## src/verilog/lc4_pkg.sv

```systemverilog
package lc4_pkg;

   // widths fixed by the LC4 ISA
   typedef logic [15:0] word_t;     // data, address and instruction word
   typedef logic [2:0]  reg_sel_t;  // register number
   typedef logic [2:0]  nzp_t;      // {n, z, p}
   typedef logic [1:0]  stall_t;    // per-stage stall code seen on the trace

   // stall codes carried down the pipe with every slot
   localparam stall_t STALL_NONE  = 2'd0;  // real instruction
   localparam stall_t STALL_FLUSH = 2'd2;  // reset or squashed by a taken branch
   localparam stall_t STALL_LOAD  = 2'd3;  // bubble inserted behind a load

   localparam word_t RESET_PC = 16'h8200;  // first fetch after reset

   // opcodes in insn[15:12]
   localparam logic [3:0] OP_BR    = 4'h0;
   localparam logic [3:0] OP_ARITH = 4'h1;
   localparam logic [3:0] OP_AND   = 4'h5;
   localparam logic [3:0] OP_LDR   = 4'h6;
   localparam logic [3:0] OP_STR   = 4'h7;
   localparam logic [3:0] OP_CONST = 4'h9;

   // subopcodes in insn[5:3]
   // arith with insn[5] set is ADD immediate
   localparam logic [2:0] SUB_ADD = 3'b000;
   localparam logic [2:0] SUB_SUB = 3'b010;
   localparam logic [2:0] SUB_AND = 3'b000;  // under OP_AND

   localparam int NUM_REGS = 8;

endpackage

```

## src/verilog/lc4_bypass_if.sv

```systemverilog
// results of the memory and writeback stages, fed back to execute
interface lc4_bypass_if;
   import lc4_pkg::*;

   logic     m_we;      // memory stage writes a register
   reg_sel_t m_rd;
   word_t    m_data;
   logic     m_nzp_we;
   nzp_t     m_nzp;

   logic     w_we;      // writeback stage writes a register
   reg_sel_t w_rd;
   word_t    w_data;
   logic     w_nzp_we;
   nzp_t     w_nzp;

   modport src  (output m_we, m_rd, m_data, m_nzp_we, m_nzp,
                 output w_we, w_rd, w_data, w_nzp_we, w_nzp);
   modport exec (input  m_we, m_rd, m_data, m_nzp_we, m_nzp,
                 input  w_we, w_rd, w_data, w_nzp_we, w_nzp);
endinterface

```

## src/verilog/lc4_decoder.sv

```systemverilog
module lc4_decoder (
   input  lc4_pkg::word_t    i_insn,
   output lc4_pkg::reg_sel_t o_r1_sel,
   output lc4_pkg::reg_sel_t o_r2_sel,
   output lc4_pkg::reg_sel_t o_rd_sel,
   output logic              o_r1re,
   output logic              o_r2re,
   output logic              o_regfile_we,
   output logic              o_nzp_we,
   output logic              o_is_load,
   output logic              o_is_store,
   output logic              o_is_branch
);
   import lc4_pkg::*;

   logic [3:0] opcode;
   logic [2:0] subop;

   assign opcode = i_insn[15:12];
   assign subop  = i_insn[5:3];

   always_comb begin
      o_r1_sel     = i_insn[8:6];   // rs
      o_r2_sel     = i_insn[2:0];   // rt of reg-reg forms
      o_rd_sel     = i_insn[11:9];  // rd
      // unknown words fall through as harmless no-ops
      o_r1re       = 1'b0;
      o_r2re       = 1'b0;
      o_regfile_we = 1'b0;
      o_nzp_we     = 1'b0;
      o_is_load    = 1'b0;
      o_is_store   = 1'b0;
      o_is_branch  = 1'b0;
      case (opcode)
         OP_ARITH: begin
            if (i_insn[5] || subop == SUB_ADD || subop == SUB_SUB) begin
               o_r1re       = 1'b1;
               o_r2re       = ~i_insn[5];  // immediate form has no rt
               o_regfile_we = 1'b1;
               o_nzp_we     = 1'b1;
            end
         end
         OP_AND: begin
            if (subop == SUB_AND) begin   // reg-reg AND only
               o_r1re       = 1'b1;
               o_r2re       = 1'b1;
               o_regfile_we = 1'b1;
               o_nzp_we     = 1'b1;
            end
         end
         OP_CONST: begin
            o_regfile_we = 1'b1;
            o_nzp_we     = 1'b1;
         end
         OP_LDR: begin
            o_r1re       = 1'b1;   // base register
            o_regfile_we = 1'b1;
            o_nzp_we     = 1'b1;   // LDR sets nzp from the loaded word
            o_is_load    = 1'b1;
         end
         OP_STR: begin
            o_r1re     = 1'b1;
            o_r2re     = 1'b1;
            o_r2_sel   = i_insn[11:9];  // store data lives in the rd field
            o_is_store = 1'b1;
         end
         OP_BR:   o_is_branch = |i_insn[11:9];  // nzp 000 is the nop
         default: ;
      endcase
   end

endmodule

```

## src/verilog/lc4_execute.sv

```systemverilog
module lc4_execute (
   input  lc4_pkg::word_t    i_insn,
   input  lc4_pkg::word_t    i_pc,
   input  lc4_pkg::word_t    i_r1_data,
   input  lc4_pkg::word_t    i_r2_data,
   input  lc4_pkg::reg_sel_t i_r1_sel,
   input  lc4_pkg::reg_sel_t i_r2_sel,
   input  logic              i_r1re,
   input  logic              i_r2re,
   input  logic              i_is_branch,
   input  lc4_pkg::nzp_t     i_nzp_reg,
   lc4_bypass_if.exec        byp,
   output lc4_pkg::word_t    o_result,
   output lc4_pkg::word_t    o_r2_fwd,
   output logic              o_taken
);
   import lc4_pkg::*;

   word_t op1;
   word_t op2;
   word_t imm5;
   word_t imm6;
   word_t imm9;
   nzp_t  nzp_newest;

   // MX beats WX beats the register file value
   assign op1 = (i_r1re && byp.m_we && byp.m_rd == i_r1_sel) ? byp.m_data :
                (i_r1re && byp.w_we && byp.w_rd == i_r1_sel) ? byp.w_data :
                i_r1_data;
   assign op2 = (i_r2re && byp.m_we && byp.m_rd == i_r2_sel) ? byp.m_data :
                (i_r2re && byp.w_we && byp.w_rd == i_r2_sel) ? byp.w_data :
                i_r2_data;

   assign o_r2_fwd = op2;  // store data rides to the memory stage

   // sign-extended immediates
   assign imm5 = {{11{i_insn[4]}}, i_insn[4:0]};
   assign imm6 = {{10{i_insn[5]}}, i_insn[5:0]};
   assign imm9 = {{7{i_insn[8]}}, i_insn[8:0]};

   always_comb begin
      o_result = '0;
      case (i_insn[15:12])
         OP_ARITH: begin
            if (i_insn[5])
               o_result = op1 + imm5;          // ADD immediate
            else if (i_insn[5:3] == SUB_ADD)
               o_result = op1 + op2;
            else if (i_insn[5:3] == SUB_SUB)
               o_result = op1 - op2;
         end
         OP_AND: begin
            if (i_insn[5:3] == SUB_AND)
               o_result = op1 & op2;
         end
         OP_CONST:       o_result = imm9;
         OP_LDR, OP_STR: o_result = op1 + imm6;        // effective address
         OP_BR:          o_result = i_pc + 16'd1 + imm9; // branch target
         default: ;
      endcase
   end

   // the branch must see the nzp of the closest older writer
   assign nzp_newest = byp.m_nzp_we ? byp.m_nzp :
                       byp.w_nzp_we ? byp.w_nzp :
                       i_nzp_reg;

   assign o_taken = i_is_branch && |(i_insn[11:9] & nzp_newest);

endmodule

```

## src/verilog/lc4_pipeline.sv

```systemverilog
module lc4_pipeline (
   input  logic              gwe,
   input  logic              i_reset,
   output lc4_pkg::word_t    o_pc,
   input  lc4_pkg::word_t    i_insn,
   output lc4_pkg::word_t    o_dmem_addr,
   output logic              o_dmem_we,
   output lc4_pkg::word_t    o_dmem_data,
   input  lc4_pkg::word_t    i_dmem_data,
   output lc4_pkg::stall_t   o_wb_stall,
   output lc4_pkg::word_t    o_wb_pc,
   output lc4_pkg::word_t    o_wb_insn,
   output logic              o_wb_regfile_we,
   output lc4_pkg::reg_sel_t o_wb_regfile_wsel,
   output lc4_pkg::word_t    o_wb_regfile_data,
   output logic              o_wb_nzp_we,
   output lc4_pkg::nzp_t     o_wb_nzp_bits
);
   import lc4_pkg::*;

   function automatic nzp_t nzp_of(input word_t v);
      if (v[15])
         return 3'b100;
      else if (v == '0)
         return 3'b010;
      else
         return 3'b001;
   endfunction

   word_t    f_pc;
   word_t    d_pc, d_r1_data, d_r2_data;
   stall_t   d_stall;                  // doubles as the flush-next flop
   reg_sel_t d_r1_sel, d_r2_sel, d_rd_sel;
   logic     d_r1re, d_r2re, d_regfile_we, d_nzp_we, d_is_load, d_is_store, d_is_branch;
   logic     d_go, ld_stall;
   stall_t   x_stall;
   word_t    x_pc, x_insn, x_r1_data, x_r2_data, x_result, x_r2_fwd;
   reg_sel_t x_r1_sel, x_r2_sel, x_rd_sel;
   logic     x_r1re, x_r2re, x_regfile_we, x_nzp_we, x_is_load, x_is_store, x_is_branch;
   logic     x_taken;
   stall_t   m_stall;
   word_t    m_pc, m_insn, m_alu, m_store_data;
   reg_sel_t m_rd_sel;
   logic     m_regfile_we, m_nzp_we, m_is_load, m_is_store;
   stall_t   w_stall;
   word_t    w_pc, w_insn, w_alu, w_data;
   reg_sel_t w_rd_sel;
   logic     w_regfile_we, w_nzp_we, w_is_load;
   nzp_t     w_nzp, nzp_reg;

   lc4_bypass_if byp ();

   // fetch
   assign o_pc = ld_stall ? d_pc : f_pc;  // refetch the held word on a load stall

   always_ff @(posedge gwe) begin
      if (i_reset) begin
         f_pc    <= RESET_PC;
         d_stall <= STALL_FLUSH;
      end else begin
         if (x_taken)
            f_pc <= x_result;               // redirect one cycle late
         else if (!ld_stall)
            f_pc <= f_pc + 16'd1;
         d_stall <= x_taken ? STALL_FLUSH : STALL_NONE;  // wrong-path word arrives next
      end
   end

   always_ff @(posedge gwe) d_pc <= o_pc;  // pc of the word now on i_insn

   // decode works straight off the memory output
   lc4_decoder u_decoder (
      .i_insn(i_insn), .o_r1_sel(d_r1_sel), .o_r2_sel(d_r2_sel), .o_rd_sel(d_rd_sel),
      .o_r1re(d_r1re), .o_r2re(d_r2re), .o_regfile_we(d_regfile_we), .o_nzp_we(d_nzp_we),
      .o_is_load(d_is_load), .o_is_store(d_is_store), .o_is_branch(d_is_branch)
   );

   lc4_regfile u_regfile (
      .gwe(gwe), .i_reset(i_reset),
      .i_rs_sel(d_r1_sel), .i_rt_sel(d_r2_sel),
      .i_rd_sel(w_rd_sel), .i_rd_we(w_regfile_we), .i_rd_data(w_data),
      .o_rs_data(d_r1_data), .o_rt_data(d_r2_data)
   );

   // load in execute, its value only shows up in writeback
   assign ld_stall = x_is_load && d_stall == STALL_NONE &&
                     ((d_r1re && d_r1_sel == x_rd_sel) ||
                      (d_r2re && d_r2_sel == x_rd_sel) || d_is_branch);
   assign d_go = d_stall == STALL_NONE && !x_taken && !ld_stall;

   always_ff @(posedge gwe) begin
      if (i_reset) begin
         x_stall      <= STALL_FLUSH;
         x_r1re       <= 1'b0;
         x_r2re       <= 1'b0;
         x_regfile_we <= 1'b0;
         x_nzp_we     <= 1'b0;
         x_is_load    <= 1'b0;
         x_is_store   <= 1'b0;
         x_is_branch  <= 1'b0;
      end else begin
         x_stall      <= x_taken ? STALL_FLUSH : (ld_stall ? STALL_LOAD : d_stall);
         x_r1re       <= d_go & d_r1re;      // bubbles carry no flags
         x_r2re       <= d_go & d_r2re;
         x_regfile_we <= d_go & d_regfile_we;
         x_nzp_we     <= d_go & d_nzp_we;
         x_is_load    <= d_go & d_is_load;
         x_is_store   <= d_go & d_is_store;
         x_is_branch  <= d_go & d_is_branch;
      end
   end

   always_ff @(posedge gwe) begin
      x_pc      <= d_pc;
      x_insn    <= i_insn;
      x_r1_data <= d_r1_data;
      x_r2_data <= d_r2_data;
      x_r1_sel  <= d_r1_sel;
      x_r2_sel  <= d_r2_sel;
      x_rd_sel  <= d_rd_sel;
   end

   lc4_execute u_execute (
      .i_insn(x_insn), .i_pc(x_pc), .i_r1_data(x_r1_data), .i_r2_data(x_r2_data),
      .i_r1_sel(x_r1_sel), .i_r2_sel(x_r2_sel), .i_r1re(x_r1re), .i_r2re(x_r2re),
      .i_is_branch(x_is_branch), .i_nzp_reg(nzp_reg), .byp(byp),
      .o_result(x_result), .o_r2_fwd(x_r2_fwd), .o_taken(x_taken)
   );

   // memory
   always_ff @(posedge gwe) begin
      if (i_reset) begin
         m_stall      <= STALL_FLUSH;
         m_regfile_we <= 1'b0;
         m_nzp_we     <= 1'b0;
         m_is_load    <= 1'b0;
         m_is_store   <= 1'b0;
      end else begin
         m_stall      <= x_stall;
         m_regfile_we <= x_regfile_we;
         m_nzp_we     <= x_nzp_we;
         m_is_load    <= x_is_load;
         m_is_store   <= x_is_store;
      end
   end

   always_ff @(posedge gwe) begin
      m_pc         <= x_pc;
      m_insn       <= x_insn;
      m_alu        <= x_result;
      m_store_data <= x_r2_fwd;  // already bypassed in execute
      m_rd_sel     <= x_rd_sel;
   end

   assign o_dmem_addr = (m_is_load || m_is_store) ? m_alu : '0;
   assign o_dmem_we   = m_is_store;
   assign o_dmem_data = m_store_data;

   // writeback
   always_ff @(posedge gwe) begin
      if (i_reset) begin
         w_stall      <= STALL_FLUSH;
         w_regfile_we <= 1'b0;
         w_nzp_we     <= 1'b0;
         w_is_load    <= 1'b0;
         nzp_reg      <= '0;
      end else begin
         w_stall      <= m_stall;
         w_regfile_we <= m_regfile_we;
         w_nzp_we     <= m_nzp_we;
         w_is_load    <= m_is_load;
         if (w_nzp_we)
            nzp_reg <= w_nzp;  // architectural nzp
      end
   end

   always_ff @(posedge gwe) begin
      w_pc     <= m_pc;
      w_insn   <= m_insn;
      w_alu    <= m_alu;
      w_rd_sel <= m_rd_sel;
   end

   assign w_data = w_is_load ? i_dmem_data : w_alu;  // load word returns this cycle
   assign w_nzp  = nzp_of(w_data);

   // load results are still in flight while in memory stage
   assign byp.m_we     = m_regfile_we & ~m_is_load;
   assign byp.m_rd     = m_rd_sel;
   assign byp.m_data   = m_alu;
   assign byp.m_nzp_we = m_nzp_we & ~m_is_load;
   assign byp.m_nzp    = nzp_of(m_alu);
   assign byp.w_we     = w_regfile_we;
   assign byp.w_rd     = w_rd_sel;
   assign byp.w_data   = w_data;
   assign byp.w_nzp_we = w_nzp_we;
   assign byp.w_nzp    = w_nzp;

   // trace taken at writeback
   assign o_wb_stall        = w_stall;
   assign o_wb_pc           = w_pc;
   assign o_wb_insn         = w_insn;
   assign o_wb_regfile_we   = w_regfile_we;
   assign o_wb_regfile_wsel = w_rd_sel;
   assign o_wb_regfile_data = w_data;
   assign o_wb_nzp_we       = w_nzp_we;
   assign o_wb_nzp_bits     = w_nzp;

endmodule

```

## src/verilog/lc4_regfile.sv

```systemverilog
module lc4_regfile (
   input  logic              gwe,
   input  logic              i_reset,
   input  lc4_pkg::reg_sel_t i_rs_sel,
   input  lc4_pkg::reg_sel_t i_rt_sel,
   input  lc4_pkg::reg_sel_t i_rd_sel,
   input  logic              i_rd_we,
   input  lc4_pkg::word_t    i_rd_data,
   output lc4_pkg::word_t    o_rs_data,
   output lc4_pkg::word_t    o_rt_data
);
   import lc4_pkg::*;

   word_t regs [NUM_REGS];

   always_ff @(posedge gwe) begin
      if (i_reset) begin
         for (int i = 0; i < NUM_REGS; i++) begin
            regs[i] <= '0;
         end
      end else if (i_rd_we) begin
         regs[i_rd_sel] <= i_rd_data;
      end
   end

   // write-through so decode sees a value retiring in the same cycle
   assign o_rs_data = (i_rd_we && i_rd_sel == i_rs_sel) ? i_rd_data : regs[i_rs_sel];
   assign o_rt_data = (i_rd_we && i_rd_sel == i_rt_sel) ? i_rd_data : regs[i_rt_sel];

endmodule
```

## config.mk

```make
export PLATFORM = sky130hd
export DESIGN_NAME = lc4_pipeline
export DESIGN_NICKNAME = d
export VERILOG_FILES = /design/src/verilog/lc4_pkg.sv /design/src/verilog/lc4_bypass_if.sv /design/src/verilog/lc4_decoder.sv /design/src/verilog/lc4_execute.sv /design/src/verilog/lc4_pipeline.sv /design/src/verilog/lc4_regfile.sv
export SDC_FILE = /design/constraint.sdc
export NUM_CORES = 1
export LEC_CHECK = 0
export BUFFER_PORTS_ARGS = -buffer_cell sky130_fd_sc_hd__buf_4
export CAP_MARGIN = 15
export CORE_AREA = 2 2 168 236
export DETAILED_ROUTE_END_ITERATION = 10
export DIE_AREA = 0 0 170 238
export PLACE_DENSITY = 0.65
export SYNTH_ARGS = -nofsm -noshare
export SYNTH_HDL_FRONTEND = slang
export SYNTH_SLANG_ARGS = --single-unit
```

## constraint.sdc

```tcl
create_clock -name gwe -period 7.4 [get_ports gwe]
set_clock_uncertainty 0.2 [all_clocks]
set_input_delay 0.74 -clock gwe [delete_from_list [all_inputs] [get_ports gwe]]
set_output_delay 0.74 -clock gwe [all_outputs]
set_load 0.03 [all_outputs]
```

Word level (Yosys, flattened, before mapping):

Memory sizes are Yosys's and may differ from the RTL's.
Index checks and enable logic that the tools add are counted.

* order comparisons: 0
* add/subtract/negate cells: 7
* bitwise gates (word level): 11
* div/mod/pow operators: 0
* reductions and logical operators: 39
* eq/ne operators: 21
* shift operators: 0
* multiply operators: 0
* multiplexer cells: 42

Operator list (count)
* $mux W16: 16
* $pmux W16 S5: 1
* $add A16 B16 Y16: 4
* $add A16 B1 Y16 const B: 2
* $logic_not A16 Y1: 2
* $eq A3 B3 Y1: 8
* $eq A4 B3 Y1 const B: 6
* $mux W3: 6
* $logic_and A1 B1 Y1: 17
* $and A16 B16 Y16: 1
* $reduce_or A16 Y1: 1
* $sub A16 B16 Y16: 1
* $mux W1: 13
* $pmux W1 S3: 3
* $reduce_or A3 Y1: 3
* $eq A4 B1 Y1 const B: 2
* $eq A4 B4 Y1 const B: 2
* $logic_not A4 Y1: 2
* $reduce_or A2 Y1: 4
* $and A1 B1 Y1: 7
* $eq A3 B2 Y1 const B: 2
* $logic_not A3 Y1: 2
* $mux W2: 3
* $logic_or A1 B1 Y1: 5
* 5 further kinds: 7

* register bits: 245
* logic and storage cells: 156
* output and inout bits: 107
* ROM bits: 0
* memories: 1
* latch bits: 0
* bits of input ports: 34
* bits in writable memories: 128

Memories
* u_regfile.regs: depth 8, width 16, read ports 2, clocked after memory_dff 0, wr ports 8, RTL line lc4_regfile.sv:14 `word_t regs [NUM_REGS];`

Depth between registers and ports, before layout:

Gate-level depths: netlist (run 1).

* depth after elaboration: 13
* mapped depth: 20
* gate-level depth less buffers: 18

By module:

Synthesis (run 1) repeated with hierarchy kept, for this count alone.

* cell total of the unflattened synthesis: 1629
* area total of the unflattened synthesis: 18864.3 um^2

By module, submodules not included
* lc4_regfile: times used 1, cells each 445, area an instance 7453.4 um^2, sequential area each 3843.7 um^2
* lc4_pipeline: times used 1, cells each 478, area an instance 6531.3 um^2, sequential area each 4944.7 um^2
* lc4_execute: times used 1, cells each 677, area an instance 4653.2 um^2, sequential area each 0.0 um^2
* lc4_decoder: times used 1, cells each 29, area an instance 226.5 um^2, sequential area each 0.0 um^2

Worst setup path before layout (run 1):

OpenSTA, ideal clock, no wires.

* path type: flip-flop to flip-flop
* start point: register o_wb_insn[11] (netlist name)
* end point: register f_pc[12]
* arrival time: 4566 ps
* required time: 7083 ps
* stages on the path, launching flop included: 19
* buffers on the path: 2
* path slack: 2518 ps
* library setup time: 117 ps
* period minus slack after synthesis: 4882 ps
* cell sequence: dfxtp_1 -> clkbuf_1 -> xor2_1 -> nor4_2 -> clkbuf_1 -> o21ai_0 -> o21ai_0 -> ha_1 -> inv_1 -> fa_1 -> nand2b_1 -> a211oi_1 -> o21ai_0 -> o31ai_1 -> a2111oi_0 -> a221oi_1 -> xnor2_1 -> a211o_1 -> a22o_1

RTL lines
* end signal, assigned: RTL line lc4_pipeline.sv:62 `f_pc <= x_result;`
* end signal, assigned: RTL line lc4_pipeline.sv:64 `f_pc <= f_pc + 16'd1;`
* end, declared: RTL line lc4_pipeline.sv:30 `word_t f_pc;`

Worst setup path in the final report (run 1):

* start point: register x_insn[8]
* end point: register f_pc[12]

* word-level cells in the longest chain between the ends: 3

RTL lines
* start, declared: RTL line lc4_pipeline.sv:37 `word_t x_pc, x_insn, x_r1_data, x_r2_data, x_result, x_r2_fwd;`
* start signal, assigned: RTL line lc4_pipeline.sv:115 `x_insn <= i_insn;`
* $add A16 B16 Y16: RTL line lc4_execute.sv:58 `OP_BR: o_result = i_pc + 16'd1 + imm9;`
* $pmux W16 S5 (*): RTL line lc4_execute.sv:43 `case (i_insn[15:12])`
* net u_execute.o_result[12]: RTL line lc4_execute.sv:13 `output lc4_pkg::word_t o_result,`
* $mux W16 (*): RTL line lc4_pipeline.sv:61 `if (x_taken)`

Mark *: on every way through the listed nets, which the timed path passes. The rest lies on a longest branch.
A chain may end at the register's enable or synchronous reset.

==> run_results.csv, run 1 <==
group,metric,value,unit
die,initial_utilization,46.8,%
detailed_routing,avgViaCountPerCell,5.93,
detailed_routing,drt-total-wl,57000,um
die,ioPinCount,141,
timing,fmax,0.179,GHz
finish,final_area,0.0206,sq mm
detailed_routing,routedWlPerCell,23.1,um
worst_setup_path,r2r-end,"f_pc[12]",
logic_synthesis,synth_area_leaders,"dfxtp_1, edfxtp_1, ha_1",
worst_setup_path,cp.depth,16,
worst_setup_path,r2r.worst_path.cells,16,
placement,io_buffers,140,
logic_synthesis,syn-num-nets,1975,
logic_synthesis,synth_seq_area_share,47.4,%
worst_setup_path,cp_slowest_cell,"dfxtp_1",
clocking,clk_latency,0.56,ns
die,core_area,0.0383,sq mm
logic_synthesis,yosys.area.top_type_share,25.9,%
timing,setup_slack,1.81,ns
flow_run,cap_viol_max_count,0,
worst_setup_path,crit_arrival,5.84,ns
worst_setup_path,critical_path.most_common_cell,"o21ai_0",
pwr,leakage,8.24,nW
detailed_routing,drt_iter0_drc,1170,
die,die_w,170,um
finish,area_growth,14.9,%
logic_synthesis,synth_edf_count,128,
logic_synthesis,synth_cells,1862,
worst_setup_path,endpoint,"f_pc[12]",
clocking,cts_hold_buf,0,
finish,drive_gt1_share,15.3,%
logic_synthesis,async_reset_ff_share,0,%
finish,fill_cells,3480,
die,die_h,238,um
clocking,cts_root_buf,"clkbuf_16",
worst_setup_path,crit_path_end_kind,"flip-flop",
finish,final_common_cell,"nand2_1",
global_route,grt_pass1_wl,85000,um
clocking,clock_sinks,360,
worst_setup_path,cp_cell_sequence,"xor2_1 -> nor4_4 -> buf_4 -> o21ai_0 -> o21ai_0 -> inv_1 -> fa_1 -> nand2b_1 -> a211oi_1 -> o21ai_0 -> o31ai_1 -> a2111oi_0 -> a221oi_1 -> xnor2_1 -> a211o_1 -> a22o_1",
clocking,clk_pin_slew,0.06,ns
pwr,powerDensity,243,mW/mm^2
finish,largest_register_ffs,128,
timing,rsz0062_at_grt,"false",
finish,fin_cells,2464,
logic_synthesis,ys.flop_type,"dfxtp_1",
timing,setup-violations-final,0,
timing,fin_crit,5.59,ns
pwr,vdd_drop_max,0.199,mV
worst_setup_path,reg2reg_setup_slack,1.81,ns
timing,fin_crit_sh,75.5,%
timing,worst_pin_slew,1.11,ns
worst_setup_path,crit_family,"compound AO/OA/AOI/OAI gates",
status,outcome,"complete, no violations",
detailed_routing,first_pass_iters,7,
timing,setup_tns,0,ns
logic_synthesis,yosysTopAreaCell,"dfxtp_1",
global_route,track_usage,27.9,%
detailed_routing,antenna_left,0,
pwr,fin_total_pwr,4.99,mW
clocking,cts_tree,"done",
placement,dp_hpwl,40700,um
logic_synthesis,yosysUniqueCellTypes,77,
global_route,antenna_found_initial,0,
worst_setup_path,worst-path-max-fanout,32,
worst_hold_path,hold_class,"flip-flop to flip-flop",
clocking,post-cts-setup-buffers,0,
detailed_routing,num_vias,14600,
logic_synthesis,syn_area,0.0179,sq mm
worst_setup_path,crit_start,"x_insn[8]",
logic_synthesis,yosysWarnings,0,
detailed_routing,drc_errors,0,
placement,dp.cells,2400,
clocking,cts_resized,0,
finish,fin_util,53.7,%
timing,whs,0.115,ns
finish,antennaDiodeCount,0,
worst_setup_path,crit_type,"flip-flop to flip-flop",
global_route,first_global_vias,14500,
placement,placed_area,0.0194,sq mm
logic_synthesis,ys_ff_latch,360,
timing,slew_headroom,24.2,%
clocking,cts_htree_levels,2,
finish,finalNetCount,2072,
finish,largest_register,"u_regfile.regs",
worst_setup_path,timing.rr.start,"x_insn[8]",
clocking,clockBufferDepth,3,
worst_setup_path,slowest_delay,0.69,ns
finish,final_cell_mix,"nand2_1, dfxtp_1, nor2_1, buf_4, edfxtp_1",
worst_setup_path,cp_num_buf_inv,2,
timing,drv_slew,0,
worst_setup_path,cp.required,7.65,ns
worst_setup_path,critPathLaunchType,"flip-flop",
timing,hold_viol,0,
die,dieArea,0.0405,sq mm
placement,place.gp.congestion,0.958,
die,rows,85,
global_route,grt_start_max_net_pins,67,
global_route,grt_overflow_total,0,
logic_synthesis,syn_avg_cell_area,9.62,sq um
clocking,cts_buffers,35,
placement,place_ws,1.99,ns
==> where the power goes <==
part	switching, mW	internal, mW
sequential	0.0814	2.15
combinational	0.612	0.356
clock	0.796	0.999
==> cell type report <==
| cell class | count | area [sq um] | area share (%) |
|---|---|---|---|
| multi-input cells | 1309 | 8710 | 42.3 |
| flip-flops and latches | 360 | 8490 | 41.3 |
| repair buffers | 177 | 1330 | 6.46 |
| clock buffers | 46 | 997 | 4.85 |
| well taps | 478 | 598 | 2.91 |
| inverters | 76 | 285 | 1.39 |
| clock inverters | 18 | 165 | 0.803 |
==> kinds of logic after synthesis <==
| kind of cell | after synthesis | share of synthesized area (%) |
|---|---|---|
| AOI/OAI and AO/OA | 406 | 15.0 |
| xor gates and xnor gates | 80 | 3.91 |
| adders and majority gates | 79 | 5.69 |
| buffers and inverters | 193 | 4.19 |
| DFF | 360 | 47.4 |
| muxes | 89 | 7.35 |
| and+or+nand+nor | 655 | 16.5 |
==> how the worst min path moves through the flow <==
stage	start	to	slack, ns	depth (start not counted)
finish	m_insn[5]	o_wb_insn[5]	0.12	0
global route	i_insn[4]	x_insn[4]	0.12	1
CTS	i_insn[4]	x_insn[4]	0.11	1
detailed placement	m_insn[3]	o_wb_insn[3]	0.11	0
global placement	m_pc[11]	o_wb_pc[11]	0.11	0
floorplan	m_insn[0]	o_wb_insn[0]	0.11	0
==> synth_stat cells (16+ instances only) <==
master and number:
xnor2_1 47, o21a_1 17, edfxtp_1 128, a311oi_1 39, and3_1 17, o21ai_0 107
nor2b_1 30, nor3_1 16, mux2_2 17, mux2i_1 39, inv_1 74, nand2_1 241
a21oi_1 101, clkbuf_1 99, xor2_1 33, nor2_1 210, dfxtp_1 232, mux4_2 32
ha_1 75, nand3_1 60
==> metal layers <==
layer  part of all wire (%)  global-route usage (%)  vias to the layer above
met5                      0                       0                        -
met4                    6.5                    16.7                        0
met3                    5.7                    3.72                      179
met2                     51                    50.9                      600
met1                     36                    30.6                     6991
li1                       -                       -                     6843
No activity file was read; power rests on OpenSTA's default activity.
==> inputs of run 2 (changes only) <==
Clock period 7.4 ns to 5.4 ns, I/O delays scaled along.
==> run_results.csv, run 2 (synthesis results as in run 1) <==
group,metric,value,unit
worst_hold_path,hold_class,"flip-flop to flip-flop",
die,dieArea,0.0405,sq mm
die,die_w,170,um
pwr,powerDensity,334,mW/mm^2
die,core_area,0.0383,sq mm
finish,largest_register,"u_regfile.regs",
detailed_routing,drc_errors,0,
clocking,cts_tree,"done",
finish,multi_input_area,0.00871,sq mm
placement,io_buffers,140,
placement,dp_hpwl,41500,um
die,initial_utilization,46.8,%
timing,slew_headroom,24.3,%
finish,fill_cells,3451,
die,ioPinCount,141,
global_route,first_global_vias,14600,
timing,setup-violations-final,0,
clocking,cts_buffers,36,
worst_setup_path,cp.required,5.61,ns
detailed_routing,antenna_left,0,
worst_setup_path,crit_arrival,5.24,ns
clocking,post-cts-setup-buffers,0,
die,die_h,238,um
worst_setup_path,crit_path_end_kind,"flip-flop",
flow_run,cap_viol_max_count,0,
detailed_routing,drt-total-wl,56900,um
detailed_routing,first_pass_iters,7,
detailed_routing,avgViaCountPerCell,5.86,
finish,final_cell_mix,"nand2_1, dfxtp_1, nor2_1, buf_4, edfxtp_1",
global_route,grt_pass1_wl,85800,um
timing,drv_slew,0,
clocking,clk_pin_slew,0.06,ns
finish,area_growth,17.0,%
timing,fmax,0.199,GHz
global_route,track_usage,28.1,%
pwr,vdd_drop_max,0.221,mV
detailed_routing,drt_iter0_drc,1163,
finish,drive_gt1_share,16.1,%
finish,final_common_cell,"nand2_1",
clocking,clk_latency,0.56,ns
global_route,grt_overflow_total,0,
finish,register_area,0.00849,sq mm
detailed_routing,num_vias,14700,
clocking,cts_htree_levels,2,
timing,worst_pin_slew,1.13,ns
timing,fin_crit_sh,93.2,%
global_route,antenna_found_initial,0,
finish,antennaDiodeCount,0,
clocking,clockBufferDepth,3,
finish,largest_register_ffs,128,
finish,finalNetCount,2111,
timing,rsz0062_at_grt,"false",
worst_setup_path,crit_type,"flip-flop to flip-flop",
worst_setup_path,worst-path-max-fanout,30,
clocking,cts_root_buf,"clkbuf_16",
detailed_routing,routedWlPerCell,22.7,um
timing,hold_viol,0,
status,outcome,"complete, no violations",
global_route,grt_start_max_net_pins,37,
pwr,leakage,8.44,nW
placement,place.gp.congestion,0.964,
clocking,clock_sinks,360,
timing,fin_crit,5.03,ns
finish,fin_util,54.7,%
die,rows,85,
timing,setup_tns,0,ns
worst_setup_path,critPathLaunchType,"flip-flop",
==> run 2: layer usage <==
metal | global-route usage, % | up-vias | wire, um
li1 | - | 6906 | -
met1 | 31.2 | 6952 | 20700
met2 | 50.8 | 610 | 29200
met3 | 3.33 | 192 | 3160
met4 | 17.7 | 0 | 3820
met5 | 0 | - | 0
==> run 2: critical path: stages, from the launching register on <==
cell and delay (ns):
dfxtp_1 0.64, xor2_1 0.18, nor4_4 0.21, buf_4 0.32, o21ai_0 0.11, o21ai_0 0.40, ha_1 0.36, o21a_1 0.27
a21boi_0 0.15, buf_4 0.18, a311oi_1 0.40, o21bai_1 0.20, a221o_1 0.38, a21oi_1 0.17, xnor2_1 0.09, a221oi_1 0.45
a32oi_1 0.17
==> run 2: what timing repair did <==
action / in CTS / in global routing
hold endpoints to repair: 13 / 0
resized for setup: 0 / 0
hold buffers: 13 / 0
==> run 2: area by class of cell <==
cell class	count	area share, %
well taps	478	2.85
clock buffers	47	4.74
repair buffers	215	7.86
inverters	76	1.36
flip-flops and latches	360	40.5
multi-input cells	1309	41.6
clock inverters	18	1.08
==> run 2: path summary, 6_finish.rpt <==
check,from,end,slack (ns),cells after the start
worst min-delay path,m_insn[4],o_wb_insn[4],0.12,0
worst min register to register,m_insn[4],o_wb_insn[4],0.12,0
worst max register to register,o_wb_regfile_wsel[1],f_pc[15],0.37,16
worst max-delay path,o_wb_regfile_wsel[1],f_pc[15],0.37,16
==> run 2: through the flow <==
stage / cells / cell area [sq um] / total power [mW] / hold slack, ns / worst slack (ns)
6_report: 2503 / 21000 / 7.00 / 0.125 / 0.369
5_1_grt: 2503 / 21000 / 7.25 / 0.131 / 0.0257
4_1_cts: 2503 / 21000 / 7.01 / 0.125 / 0.356
3_5_place_dp: 2425 / 19600 / 4.44 / 0.112 / 0.354
3_3_place_gp: 2425 / 19600 / 4.42 / 0.111 / 0.486
2_1_floorplan: 1862 / 17900 / 3.95 / 0.110 / 0.518
==> run 2: where the power goes <==
part	total (mW)	internal (mW)	switching (mW)
Clock	2.59	1.50	1.09
Combinational	1.35	0.512	0.842
Sequential	3.05	2.94	0.111
Total	7.00	4.96	2.04
